`src/logic/cluster_periph_pkg.sv`:
```
/*
 * cluster peripheral package
 * shared widths, address map, register offsets and the request and
 * event structs used by every block of the peripheral cluster
 */

package cluster_periph_pkg;

  // **************************************************************************
  // widths and limits
  // **************************************************************************
  localparam int DATA_WIDTH   = 32;
  localparam int ADDR_WIDTH   = 12;
  localparam int OFFSET_WIDTH = 4;
  // first address bit of the word offset, bytes are not addressable
  localparam int OFFSET_LSB   = 2;
  localparam int MAX_CORES    = 8;

  // returned for any read that lands in the unmapped block
  localparam logic [DATA_WIDTH-1:0] UNMAPPED_RDATA = 32'hDEADB33F;

  // **************************************************************************
  // address map
  // **************************************************************************
  // block select, taken from the two top address bits
  typedef enum logic [1:0] {
    SEL_CTRL  = 2'd0,
    SEL_TIMER = 2'd1,
    SEL_EVENT = 2'd2,
    SEL_NONE  = 2'd3
  } periph_sel_e;

  // control unit word offsets
  typedef enum logic [OFFSET_WIDTH-1:0] {
    CTRL_EOC       = 4'd0,
    CTRL_FETCH_EN  = 4'd1,
    CTRL_BOOT_ADDR = 4'd2
  } ctrl_reg_e;

  // timer word offsets
  typedef enum logic [OFFSET_WIDTH-1:0] {
    TIMER_CFG   = 4'd0,
    TIMER_COUNT = 4'd1,
    TIMER_CMP   = 4'd2
  } timer_reg_e;

  // event unit: set selects the buffer, clear selects the mask
  localparam int EV_BUF_BIT = 3;

  // **************************************************************************
  // structs
  // **************************************************************************
  typedef struct packed {
    logic                    valid;
    periph_sel_e             sel;
    logic [OFFSET_WIDTH-1:0] offset;
    logic                    we;
    logic [DATA_WIDTH-1:0]   wdata;
  } periph_req_t;

  // one bit per event source, also the layout of mask and buffer words
  typedef struct packed {
    logic timer;
    logic dma_event;
    logic dma_irq;
  } cluster_evt_t;

endpackage

```
`src/logic/periph_bus_decode.sv`:
```
/*
 * wishbone input side
 * registers one request per bus access and holds off further
 * strobes until the response side acknowledges it
 */

module periph_bus_decode (
  input  logic                                        clk_i,
  input  logic                                        arst_n_i,
  input  logic                                        wb_cyc_i,
  input  logic                                        wb_stb_i,
  input  logic                                        wb_we_i,
  input  logic [cluster_periph_pkg::ADDR_WIDTH-1:0]   wb_adr_i,
  input  logic [cluster_periph_pkg::DATA_WIDTH-1:0]   wb_dat_i,
  input  logic                                        wb_ack_i,
  output cluster_periph_pkg::periph_req_t             req_o
);

  typedef enum logic {
    IDLE,
    PENDING
  } state_e;

  state_e state_q;
  logic   accept;
  logic   valid_q;

  cluster_periph_pkg::periph_sel_e                 sel_q;
  logic [cluster_periph_pkg::OFFSET_WIDTH-1:0]     offset_q;
  logic                                            we_q;
  logic [cluster_periph_pkg::DATA_WIDTH-1:0]       wdata_q;

  // a new access is only taken while nothing is outstanding
  assign accept = (state_q == IDLE) && wb_cyc_i && wb_stb_i;

  always_ff @(posedge clk_i or negedge arst_n_i) begin
    if (!arst_n_i) begin
      state_q <= IDLE;
      valid_q <= 1'b0;
    end else begin
      // valid is a single cycle pulse per access
      valid_q <= accept;
      case (state_q)
        IDLE:    if (accept) state_q <= PENDING;
        PENDING: if (wb_ack_i) state_q <= IDLE;
        default: state_q <= IDLE;
      endcase
    end
  end

  always_ff @(posedge clk_i) begin
    if (accept) begin
      sel_q    <= cluster_periph_pkg::periph_sel_e'(
                    wb_adr_i[cluster_periph_pkg::ADDR_WIDTH-1 -: 2]);
      offset_q <= wb_adr_i[cluster_periph_pkg::OFFSET_LSB +:
                           cluster_periph_pkg::OFFSET_WIDTH];
      we_q     <= wb_we_i;
      wdata_q  <= wb_dat_i;
    end
  end

  always_comb begin
    req_o.valid  = valid_q;
    req_o.sel    = sel_q;
    req_o.offset = offset_q;
    req_o.we     = we_q;
    req_o.wdata  = wdata_q;
  end

endmodule

```
`src/logic/cluster_ctrl_unit.sv`:
```
/*
 * cluster control unit
 * end of computation flag, per-core fetch enable and boot address
 */

module cluster_ctrl_unit #(
  parameter int          NB_CORES  = 4,
  parameter logic [31:0] BOOT_ADDR = 32'h1C000000
) (
  input  logic                                      clk_i,
  input  logic                                      arst_n_i,
  input  cluster_periph_pkg::periph_req_t           req_i,
  output logic [cluster_periph_pkg::DATA_WIDTH-1:0] rdata_o,
  output logic                                      eoc_o,
  output logic [NB_CORES-1:0]                       fetch_enable_o,
  output logic [31:0]                               boot_addr_o
);

  logic                  wr_en;
  logic                  eoc_q;
  logic [NB_CORES-1:0]   fetch_en_q;
  logic [31:0]           boot_addr_q;

  cluster_periph_pkg::ctrl_reg_e reg_sel;

  assign reg_sel = cluster_periph_pkg::ctrl_reg_e'(req_i.offset);
  assign wr_en   = req_i.valid && req_i.we &&
                   (req_i.sel == cluster_periph_pkg::SEL_CTRL);

  always_ff @(posedge clk_i or negedge arst_n_i) begin
    if (!arst_n_i) begin
      eoc_q       <= 1'b0;
      fetch_en_q  <= '0;
      boot_addr_q <= BOOT_ADDR;
    end else if (wr_en) begin
      case (reg_sel)
        cluster_periph_pkg::CTRL_EOC:       eoc_q       <= req_i.wdata[0];
        cluster_periph_pkg::CTRL_FETCH_EN:  fetch_en_q  <= req_i.wdata[NB_CORES-1:0];
        cluster_periph_pkg::CTRL_BOOT_ADDR: boot_addr_q <= req_i.wdata;
        default: ;
      endcase
    end
  end

  // read back, unused offsets give zero
  always_comb begin
    rdata_o = '0;
    case (reg_sel)
      cluster_periph_pkg::CTRL_EOC:       rdata_o[0]            = eoc_q;
      cluster_periph_pkg::CTRL_FETCH_EN:  rdata_o[NB_CORES-1:0] = fetch_en_q;
      cluster_periph_pkg::CTRL_BOOT_ADDR: rdata_o               = boot_addr_q;
      default: ;
    endcase
  end

  assign eoc_o          = eoc_q;
  assign fetch_enable_o = fetch_en_q;
  assign boot_addr_o    = boot_addr_q;

endmodule

```
`src/logic/cluster_timer.sv`:
```
/*
 * cluster timer
 * free running count with compare and reload, pulses one cycle
 * per period of compare value plus one
 */

module cluster_timer (
  input  logic                                      clk_i,
  input  logic                                      arst_n_i,
  input  cluster_periph_pkg::periph_req_t           req_i,
  output logic [cluster_periph_pkg::DATA_WIDTH-1:0] rdata_o,
  output logic                                      evt_o
);

  logic                                       wr_en;
  logic                                       match;
  logic                                       enable_q;
  logic [cluster_periph_pkg::DATA_WIDTH-1:0]  count_q;
  logic [cluster_periph_pkg::DATA_WIDTH-1:0]  cmp_q;
  logic                                       evt_q;

  cluster_periph_pkg::timer_reg_e reg_sel;

  assign reg_sel = cluster_periph_pkg::timer_reg_e'(req_i.offset);
  assign wr_en   = req_i.valid && req_i.we &&
                   (req_i.sel == cluster_periph_pkg::SEL_TIMER);
  assign match   = (count_q == cmp_q);

  // **************************************************************************
  // configuration
  // **************************************************************************
  always_ff @(posedge clk_i or negedge arst_n_i) begin
    if (!arst_n_i) begin
      enable_q <= 1'b0;
      cmp_q    <= '0;
    end else if (wr_en) begin
      if (reg_sel == cluster_periph_pkg::TIMER_CFG) enable_q <= req_i.wdata[0];
      if (reg_sel == cluster_periph_pkg::TIMER_CMP) cmp_q    <= req_i.wdata;
    end
  end

  // **************************************************************************
  // counter
  // **************************************************************************
  always_ff @(posedge clk_i or negedge arst_n_i) begin
    if (!arst_n_i) begin
      count_q <= '0;
      evt_q   <= 1'b0;
    end else begin
      // pulse lands in the cycle after the match
      evt_q <= enable_q && match;
      // a bus write wins over counting
      if (wr_en && (reg_sel == cluster_periph_pkg::TIMER_COUNT)) begin
        count_q <= req_i.wdata;
      end else if (enable_q) begin
        count_q <= match ? '0 : count_q + 1'b1;
      end
    end
  end

  always_comb begin
    rdata_o = '0;
    case (reg_sel)
      cluster_periph_pkg::TIMER_CFG:   rdata_o[0] = enable_q;
      cluster_periph_pkg::TIMER_COUNT: rdata_o    = count_q;
      cluster_periph_pkg::TIMER_CMP:   rdata_o    = cmp_q;
      default: ;
    endcase
  end

  assign evt_o = evt_q;

endmodule

```
`src/logic/event_unit.sv`:
```
/*
 * event unit
 * sticky per-core event buffers, masked into one interrupt request
 * line per core
 */

module event_unit #(
  parameter int NB_CORES = 4
) (
  input  logic                                      clk_i,
  input  logic                                      arst_n_i,
  input  cluster_periph_pkg::periph_req_t           req_i,
  output logic [cluster_periph_pkg::DATA_WIDTH-1:0] rdata_o,
  input  cluster_periph_pkg::cluster_evt_t          evt_i,
  output logic [NB_CORES-1:0]                       irq_req_o
);

  localparam int IDX_WIDTH = $clog2(cluster_periph_pkg::MAX_CORES);
  localparam int EVT_WIDTH = $bits(cluster_periph_pkg::cluster_evt_t);

  logic                                                 wr_en;
  logic                                                 buf_access;
  logic [IDX_WIDTH-1:0]                                 core_idx;
  cluster_periph_pkg::cluster_evt_t                     wr_evt;
  logic [NB_CORES-1:0]                                  mask_we;
  cluster_periph_pkg::cluster_evt_t [NB_CORES-1:0]      buf_clr;
  cluster_periph_pkg::cluster_evt_t [NB_CORES-1:0]      mask_q;
  cluster_periph_pkg::cluster_evt_t [NB_CORES-1:0]      buf_q;

  assign core_idx   = req_i.offset[IDX_WIDTH-1:0];
  assign buf_access = req_i.offset[cluster_periph_pkg::EV_BUF_BIT];
  assign wr_evt     = cluster_periph_pkg::cluster_evt_t'(req_i.wdata[EVT_WIDTH-1:0]);
  assign wr_en      = req_i.valid && req_i.we &&
                      (req_i.sel == cluster_periph_pkg::SEL_EVENT);

  // per-core write strobes, indices past NB_CORES match nothing
  always_comb begin
    for (int c = 0; c < NB_CORES; c++) begin
      mask_we[c] = wr_en && !buf_access && (core_idx == c);
      buf_clr[c] = (wr_en && buf_access && (core_idx == c)) ? wr_evt : '0;
    end
  end

  // **************************************************************************
  // mask and sticky buffer
  // **************************************************************************
  always_ff @(posedge clk_i or negedge arst_n_i) begin
    if (!arst_n_i) begin
      mask_q <= '0;
      buf_q  <= '0;
    end else begin
      for (int c = 0; c < NB_CORES; c++) begin
        // new events win over a clear in the same cycle
        buf_q[c] <= (buf_q[c] & ~buf_clr[c]) | evt_i;
        if (mask_we[c]) begin
          mask_q[c] <= wr_evt;
        end
      end
    end
  end

  always_comb begin
    rdata_o = '0;
    for (int c = 0; c < NB_CORES; c++) begin
      if (core_idx == c) begin
        rdata_o[EVT_WIDTH-1:0] = buf_access ? buf_q[c] : mask_q[c];
      end
    end
  end

  // request stays up while any unmasked event is buffered
  always_comb begin
    for (int c = 0; c < NB_CORES; c++) begin
      irq_req_o[c] = |(buf_q[c] & mask_q[c]);
    end
  end

endmodule

```
`src/logic/periph_resp_mux.sv`:
```
/*
 * wishbone output side
 * picks the read data of the selected block and registers it together
 * with a single cycle acknowledge
 */

module periph_resp_mux (
  input  logic                                      clk_i,
  input  logic                                      arst_n_i,
  input  cluster_periph_pkg::periph_req_t           req_i,
  input  logic [cluster_periph_pkg::DATA_WIDTH-1:0] ctrl_rdata_i,
  input  logic [cluster_periph_pkg::DATA_WIDTH-1:0] timer_rdata_i,
  input  logic [cluster_periph_pkg::DATA_WIDTH-1:0] event_rdata_i,
  output logic [cluster_periph_pkg::DATA_WIDTH-1:0] wb_dat_o,
  output logic                                      wb_ack_o
);

  logic [cluster_periph_pkg::DATA_WIDTH-1:0] rdata_sel;
  logic [cluster_periph_pkg::DATA_WIDTH-1:0] dat_q;
  logic                                      ack_q;

  always_comb begin
    case (req_i.sel)
      cluster_periph_pkg::SEL_CTRL:  rdata_sel = ctrl_rdata_i;
      cluster_periph_pkg::SEL_TIMER: rdata_sel = timer_rdata_i;
      cluster_periph_pkg::SEL_EVENT: rdata_sel = event_rdata_i;
      default:                       rdata_sel = cluster_periph_pkg::UNMAPPED_RDATA;
    endcase
  end

  always_ff @(posedge clk_i or negedge arst_n_i) begin
    if (!arst_n_i) begin
      ack_q <= 1'b0;
    end else begin
      ack_q <= req_i.valid;
    end
  end

  // data sampled with the request so it holds through the ack cycle
  always_ff @(posedge clk_i) begin
    if (req_i.valid) begin
      dat_q <= rdata_sel;
    end
  end

  assign wb_dat_o = dat_q;
  assign wb_ack_o = ack_q;

endmodule

```
`src/logic/cluster_periph_top.sv`:
```
/*
 * cluster peripherals top level
 * wishbone slave in front of the control unit, timer and event unit
 */

module cluster_periph_top #(
  parameter int          NB_CORES  = 4,
  parameter logic [31:0] BOOT_ADDR = 32'h1C000000
) (
  input  logic                                      clk_i,
  input  logic                                      arst_n_i,

  // wishbone classic slave
  input  logic                                      wb_cyc_i,
  input  logic                                      wb_stb_i,
  input  logic                                      wb_we_i,
  input  logic [cluster_periph_pkg::ADDR_WIDTH-1:0] wb_adr_i,
  input  logic [cluster_periph_pkg::DATA_WIDTH-1:0] wb_dat_i,
  output logic [cluster_periph_pkg::DATA_WIDTH-1:0] wb_dat_o,
  output logic                                      wb_ack_o,

  input  logic                                      dma_cl_event_i,
  input  logic                                      dma_cl_irq_i,

  output logic                                      eoc_o,
  output logic [NB_CORES-1:0]                       fetch_enable_o,
  output logic [31:0]                               boot_addr_o,
  output logic [NB_CORES-1:0]                       irq_req_o
);

  cluster_periph_pkg::periph_req_t           req;
  cluster_periph_pkg::cluster_evt_t          cluster_evt;
  logic [cluster_periph_pkg::DATA_WIDTH-1:0] ctrl_rdata;
  logic [cluster_periph_pkg::DATA_WIDTH-1:0] timer_rdata;
  logic [cluster_periph_pkg::DATA_WIDTH-1:0] event_rdata;
  logic                                      timer_evt;

  // same event vector seen by every core
  always_comb begin
    cluster_evt.timer     = timer_evt;
    cluster_evt.dma_event = dma_cl_event_i;
    cluster_evt.dma_irq   = dma_cl_irq_i;
  end

  // **************************************************************************
  // bus front end
  // **************************************************************************
  periph_bus_decode i_bus_decode (
    .clk_i    ( clk_i    ),
    .arst_n_i ( arst_n_i ),
    .wb_cyc_i ( wb_cyc_i ),
    .wb_stb_i ( wb_stb_i ),
    .wb_we_i  ( wb_we_i  ),
    .wb_adr_i ( wb_adr_i ),
    .wb_dat_i ( wb_dat_i ),
    .wb_ack_i ( wb_ack_o ),
    .req_o    ( req      )
  );

  // **************************************************************************
  // peripherals
  // **************************************************************************
  cluster_ctrl_unit #(
    .NB_CORES  ( NB_CORES  ),
    .BOOT_ADDR ( BOOT_ADDR )
  ) i_ctrl_unit (
    .clk_i          ( clk_i          ),
    .arst_n_i       ( arst_n_i       ),
    .req_i          ( req            ),
    .rdata_o        ( ctrl_rdata     ),
    .eoc_o          ( eoc_o          ),
    .fetch_enable_o ( fetch_enable_o ),
    .boot_addr_o    ( boot_addr_o    )
  );

  cluster_timer i_timer (
    .clk_i    ( clk_i       ),
    .arst_n_i ( arst_n_i    ),
    .req_i    ( req         ),
    .rdata_o  ( timer_rdata ),
    .evt_o    ( timer_evt   )
  );

  event_unit #(
    .NB_CORES ( NB_CORES )
  ) i_event_unit (
    .clk_i     ( clk_i       ),
    .arst_n_i  ( arst_n_i    ),
    .req_i     ( req         ),
    .rdata_o   ( event_rdata ),
    .evt_i     ( cluster_evt ),
    .irq_req_o ( irq_req_o   )
  );

  // **************************************************************************
  // response
  // **************************************************************************
  periph_resp_mux i_resp_mux (
    .clk_i         ( clk_i       ),
    .arst_n_i      ( arst_n_i    ),
    .req_i         ( req         ),
    .ctrl_rdata_i  ( ctrl_rdata  ),
    .timer_rdata_i ( timer_rdata ),
    .event_rdata_i ( event_rdata ),
    .wb_dat_o      ( wb_dat_o    ),
    .wb_ack_o      ( wb_ack_o    )
  );

endmodule

```
`config.mk`:
```
export PLATFORM = sky130hd
export DESIGN_NAME = cluster_periph_top
export DESIGN_NICKNAME = d
export VERILOG_FILES = /design/src/logic/cluster_periph_pkg.sv /design/src/logic/periph_bus_decode.sv /design/src/logic/cluster_ctrl_unit.sv /design/src/logic/cluster_timer.sv /design/src/logic/event_unit.sv /design/src/logic/periph_resp_mux.sv /design/src/logic/cluster_periph_top.sv
export SDC_FILE = /design/constraint.sdc
export NUM_CORES = 1
export LEC_CHECK = 0
export ABC_AREA = 1
export BUFFER_PORTS_ARGS = -buffer_cell sky130_fd_sc_hd__buf_2
export CORE_MARGIN = 2
export CORE_UTILIZATION = 50
export DETAILED_ROUTE_END_ITERATION = 16
export GPL_TIMING_DRIVEN = 1
export PLACE_DENSITY = 0.8
export SETUP_SLACK_MARGIN = 0.3
export SYNTH_ARGS = -nofsm -noshare
export SYNTH_HDL_FRONTEND = slang
export SYNTH_SLANG_ARGS = --single-unit
```
`constraint.sdc`:
```
create_clock -name clk_i -period 4.41 [get_ports clk_i]
set_input_delay 0.441 -clock clk_i [delete_from_list [all_inputs] [get_ports clk_i]]
set_output_delay 0.441 -clock clk_i [all_outputs]
set_load 0.05 [all_outputs]
```
==> out/qor.yml, run 1 <==
routing:
  via_count: 7749
  ant_nets: 0
  wl_per_cell_um: 16.36
  top_layer: "met4"
  met3WireLength_um: 1519
  dr.pass1.iters: 5
  drt-met1-wl_um: 10450
  initialDrtViolationCount: 681
  wl_met2_um: 11340
  wl_um: 23910
  viasPerCell: 5.304
  drc: 0
logic_synthesis:
  avgSynthCellArea_um2: 9.122
  yosysMostFrequentCell: "nand2_1"
  syn_nets: 1126
  synth-main-ff-cell: "dfrtp_1"
  synth-edff-count: 71
  yosysTopAreaCell: "dfrtp_1"
  yosys-top-cells-area: "dfrtp_1 32%, edfxtp_1 22%, nand2_1 12%, o21ai_0 6.5%, inv_1 3.9%"
  syn-cell-area_um2: 9797
  yosysWarnings: 0
  synthCells: 1074
  seq_area_frac_synth: 0.5501
  netlist.area_leader.share: 0.3244
  yosysUniqueCellTypes: 40
  async_flop_share: 0.6468
  ys_ff_latch: 201
  synthTopCellsByCount: "308 x nand2_1, 128 x o21ai_0, 127 x dfrtp_1"
clocking:
  clk_path_buf_depth: 3
  htree_num_levels: 1
  cts-root-buf: "clkbuf_16"
  cts_buffers: 23
  numClockSinks: 201
  cts_tree: "yes"
  cts_hold_buf: 1
  post_cts_resized: 0
  clock_latency_ps: 520
  post-cts-setup-buffers: 0
  clk_pin_slew_worst_paths_ps: 60
worst_setup_path:
  critPathMaxFanout: 39
  arrival_ps: 3280
  worstPathRequired_ps: 4790
  startpoint: "i_bus_decode.valid_q"
  rr_startpoint: "i_bus_decode.valid_q"
  reg2reg_to: "i_timer.count_q[12]"
  end_kind: "register"
  cp-endpoint: "i_timer.count_q[12]"
  worst-r2r-setup-slack_ps: 1510
  path_class: "register to register"
  r2r_cells: 8
  critPathLaunchType: "register"
power:
  leakagePower_nw: 4.877
  ir_drop_mv: 0.2834
  powerDensity_nw_per_um2: 340.9
layout:
  drive_above_1_share: 0.1722
  multi_input_area_um2: 3776
  regArea_um2: 5389
  num-fill-cells: 1683
  syn_to_final_growth_pct: 15.33
  final_area_um2: 11300
  nets: 1232
  insertedDiodeCount: 0
floorplan:
  start_util: 0.5067
  io_pins: 125
  die_height_um: 144.0
  rows: 51
  die_w_um: 144.0
  core_um2: 19330
  die_area_um2: 20730
timing:
  drv_slew: 0
  timing.fmax_mhz: 344.5
  tightestPinTransition_ps: 1151
  finalSetupTns_ps: 0
  setup_viol: 0
  hold_viol: 0
  clock_skew_ps: 21.29
  rsz0062_at_grt: "false"
  fin_crit_ps: 2903
  post-route-period-util: 0.6583
  relSlewSlack: 0.2321
outcome:
  status: "finished, final reports clean"
placed_design:
  routabilityCongestion: 0.9379
  place_area_um2: 10560
  port_buffers: 118
  dp_hpwl_um: 15640
global_routing:
  grt_pass1_wl_um: 38570
  grt_pass1_vias: 7568
  grt_max_degree: 126
  antenna_found_initial: 1
  grt_util_all_layers: 0.2353
  grt_overflow: 0
job:
  maxCapViolCount: 0
worst_hold_path:
  worstHoldPathType: "input pin to register"
  min_from: "wb_dat_i[1]"
layout make-up:
cell class	instances	share of cell area
clock buffer	34	0.05460
tap	265	0.02935
multi-input combinational	720	0.3342
clock inverter	7	0.009856
sequential	201	0.4770
timing repair buffer	126	0.05914
inverter	108	0.03588
worst max-delay path, stage by stage (launching register included):
cell	delay, ps
dfrtp_1	320
buf_4	420
nand2_1	240
nor2_2	280
nand2_2	520
nand2_1	200
buf_4	390
o22ai_1	170
o21bai_4	210
per-stage QoR:
stage,utilization,power [W],setup WS [ps],cells,hold WS (ps)
floorplan,-,0.001967,2174,1074,145.4
global placement,0.5462,0.002013,1619,1419,261.3
detailed placement,0.5462,0.002013,1540,1419,263.3
CTS,0.5844,0.003879,1548,1461,86.94
global route,0.5844,0.003952,1240,1461,80.06
finish,0.5844,0.003852,1507,1461,92.69
layer usage:
metal,up-vias,track usage
li1,3769,-
met1,3669,0.3251
met2,260,0.3890
met3,51,0.03411
met4,0,0.06914
met5,-,0
cell usage in the layout, fill, tap and decap left out, types with 2 or more instances in the layout:
cell type / n
edfxtp_1: 71
xnor2_1: 27
dfrtp_1: 127
a31oi_1: 3
nand2_4: 2
nand2_1: 307
a22o_1: 9
o211ai_1: 3
nor2_4: 7
xor2_1: 18
a32o_1: 2
a21oi_1: 6
nor3_1: 3
o22ai_1: 38
inv_2: 5
nand3_1: 46
a22oi_1: 2
buf_2: 117
o21bai_2: 10
and3_1: 3
clkbuf_1: 11
o21bai_4: 10
nor2_2: 7
o21bai_1: 5
mux2i_1: 3
bufinv_16: 3
buf_4: 7
nand2_2: 5
o21ai_0: 128
nor2_1: 56
nand4_1: 13
clkinv_1: 3
nand3_2: 3
dfstp_2: 3
inv_1: 102
clkbuf_16: 23
state kept, by name, indices dropped and copies added, names as in the netlist, 2 cells and up:
name                        cells
i_ctrl_unit.fetch_enable_o      4
i_bus_decode.wdata_q           32
i_timer.count_q                32
i_ctrl_unit.boot_addr_o        32
i_bus_decode.offset_q           4
i_event_unit.buf_q             12
i_resp_mux.wb_dat_o            32
i_event_unit.mask_q            12
i_bus_decode.sel_q              2
i_timer.cmp_q                  32
worst min-delay path by stage:
stage	endpoint	cells after the start
2_1_floorplan	i_bus_decode.state_q	0
3_3_place_gp	i_ctrl_unit.boot_addr_o[24]	1
3_5_place_dp	i_ctrl_unit.boot_addr_o[24]	1
4_1_cts	i_bus_decode.wdata_q[25]	1
5_1_grt	i_bus_decode.wdata_q[3]	1
6_report	i_bus_decode.wdata_q[1]	1
logic make-up after synthesis:
family | synth area share
XOR/XNOR | 0.04023
multiplexers | 0.003065
AO/OA/AOI/OAI | 0.1438
flip-flops | 0.5501
AND/OR/NAND/NOR | 0.1966
buffers and inverters | 0.06501
adder cells (fa/ha/maj) | 0.001277
report_power, final:
group / leakage [nW] / internal (W) / total, W / switching (W)
logic: 2.18 / 0.0000161 / 0.0000458 / 0.0000296
clock network: 0.350 / 0.00114 / 0.00188 / 0.000735
registers: 2.35 / 0.00193 / 0.00193 / 0
(Power assumes the default switching activity.)
==> run 2: changes to the inputs <==
--- a/config.mk
+++ b/config.mk
@@ -11,7 +11,7 @@
 export CORE_UTILIZATION = 50
 export DETAILED_ROUTE_END_ITERATION = 16
 export GPL_TIMING_DRIVEN = 1
-export PLACE_DENSITY = 0.8
+export PLACE_DENSITY = 0.83
 export SETUP_SLACK_MARGIN = 0.3
 export SYNTH_ARGS = -nofsm -noshare
 export SYNTH_HDL_FRONTEND = slang
==> constraint.sdc (replaced) <==
create_clock -name clk_i -period 2.4 [get_ports clk_i]
set_input_delay 0.24 -clock clk_i [delete_from_list [all_inputs] [get_ports clk_i]]
set_output_delay 0.24 -clock clk_i [all_outputs]
set_load 0.05 [all_outputs]
==> out/qor.yml, run 2 (same netlist as run 1, synthesis figures left out) <==
outcome:
  status: "finished, final reports clean"
worst_setup_path:
  arrival_ps: 2250
  rr_startpoint: "i_bus_decode.offset_q[3]"
  slowest_stage: "inv_1"
  critPathLaunchType: "register"
  path_common_cell: "buf_4"
  cp_cell_sequence: "buf_4 -> nor2_4 -> inv_1 -> buf_4 -> o21ai_0 -> a22o_1"
  path_class: "register to register"
  worst-r2r-setup-slack_ps: 390
  startpoint: "i_bus_decode.offset_q[3]"
  cpPeakStageDelay_ps: 420
  worstPathRequired_ps: 2650
  critPathMaxFanout: 16
  end_kind: "register"
global_routing:
  grt_pass1_wl_um: 40540
  grt_util_all_layers: 0.2479
  grt_max_degree: 84
  grt_overflow: 0
  grt_pass1_vias: 8014
  antenna_found_initial: 0
layout:
  num-fill-cells: 1615
  nets: 1288
  syn_to_final_growth_pct: 21.39
  final_common_cell: "nand2_1"
  layout_common_cells: "307 x nand2_1, 128 x o21ai_0, 126 x dfrtp_1, 117 x buf_2, 102 x inv_1"
  insertedDiodeCount: 0
  final_area_um2: 11890
  drive_above_1_share: 0.1877
timing:
  finalSetupTns_ps: 0
  timing.fmax_mhz: 498.3
  relSlewSlack: 0.4571
  drv_slew: 0
  post-route-period-util: 0.8362
  clock_skew_ps: 20.57
  fin_crit_ps: 2007
  tightestPinTransition_ps: 813.5
  setup_viol: 0
  rsz0062_at_grt: "true"
  hold_viol: 0
floorplan:
  start_util: 0.5067
  die_area_um2: 20730
  die_w_um: 144.0
  die_height_um: 144.0
  io_pins: 125
  rows: 51
  core_um2: 19330
routing:
  dr.pass1.iters: 5
  viasPerCell: 5.342
  wl_um: 25330
  wl_per_cell_um: 16.70
  initialDrtViolationCount: 575
  ant_nets: 0
  drc: 0
  via_count: 8104
placed_design:
  place_area_um2: 10700
  routabilityCongestion: 0.9723
  dp_hpwl_um: 17010
  port_buffers: 118
clocking:
  clock_latency_ps: 510
  numClockSinks: 201
  cts_buffers: 23
  cts-root-buf: "clkbuf_16"
  clk_path_buf_depth: 3
  htree_num_levels: 1
  cts_tree: "yes"
  clk_pin_slew_worst_paths_ps: 60
power:
  powerDensity_nw_per_um2: 614.2
  ir_drop_mv: 0.4741
  leakagePower_nw: 5.139
worst_hold_path:
  min_from: "wb_cyc_i"
  worstHoldPathType: "input pin to register"
job:
  maxCapViolCount: 0
==> run 2: changes by cell type in the layout (fill, tap and decap cells not counted), moves of 2 or more <==
cell | before | now
buf_4 | 7 | 23
clkbuf_1 | 11 | 2
clkinv_1 | 3 | 1
dlygate4sd3_1 | 1 | 40
clkinv_2 | 1 | 8
clkinvlp_4 | 0 | 3
==> run 2: final timing paths <==
check                                              end  cells past startpoint
setup / recovery               i_resp_mux.wb_dat_o[29]                      6
hold / removal                    i_bus_decode.state_q                      3
setup reg to reg               i_resp_mux.wb_dat_o[29]                      6
hold reg to reg                   i_bus_decode.state_q                      1
max in group asynchronous  i_ctrl_unit.boot_addr_o[28]                      3
min in group asynchronous          i_timer.count_q[26]                      2
==> run 2: cell type report <==
type,count,area [um2],share of cell area
clock buffers,26,596.8,0.05018
clock inverters,15,182.7,0.01536
inverters,108,407.9,0.03430
multi-input cells,720,3785,0.3183
flip-flops and latches,201,5390,0.4532
well taps,265,331.6,0.02788
repair buffers,182,1199,0.1008
==> run 2: report_power, final <==
group / switching (W) / internal (W)
Clock: 0.00140 / 0.00222
Sequential: 0 / 0.00355
Combinational: 0.0000659 / 0.0000731
==> run 2: timing repair <==
item | 4_1_cts | 5_1_grt
hold buffers | 40 | 0
buffers inserted | 0 | 0
endpoints found under the setup margin | 0 | 14
resized for setup | 0 | 3
hold endpoints to repair | 64 | 0
==> run 2: layer usage <==
metal	track usage	part of all wire	up-vias
li1	-	-	3874
met1	0.3240	0.43	3879
met2	0.4258	0.48	301
met3	0.04338	0.068	50
met4	0.07276	0.023	0
met5	0	0	-
==> run 2: metrics by stage <==
stage | total power (W) | instances | worst slack (ps) | utilization | hold WS [ps]
2_1_floorplan | 0.003615 | 1074 | 511.9 | - | -55.59
6_report | 0.007305 | 1517 | 393.1 | 0.6151 | 11.47
4_1_cts | 0.007352 | 1517 | 406.0 | 0.6145 | 4.251
3_5_place_dp | 0.003703 | 1436 | 421.8 | 0.5535 | 206.0
3_3_place_gp | 0.003701 | 1436 | 453.5 | 0.5535 | 200.8
5_1_grt | 0.007510 | 1517 | 289.6 | 0.6151 | 26.88
==> run 2: critical path, delay by kind of cell, from the launching register on <==
kind	cells	cell delay (ps)
buf+inv	3	980
simple gates	1	100
flops	1	360
compound gates	2	310
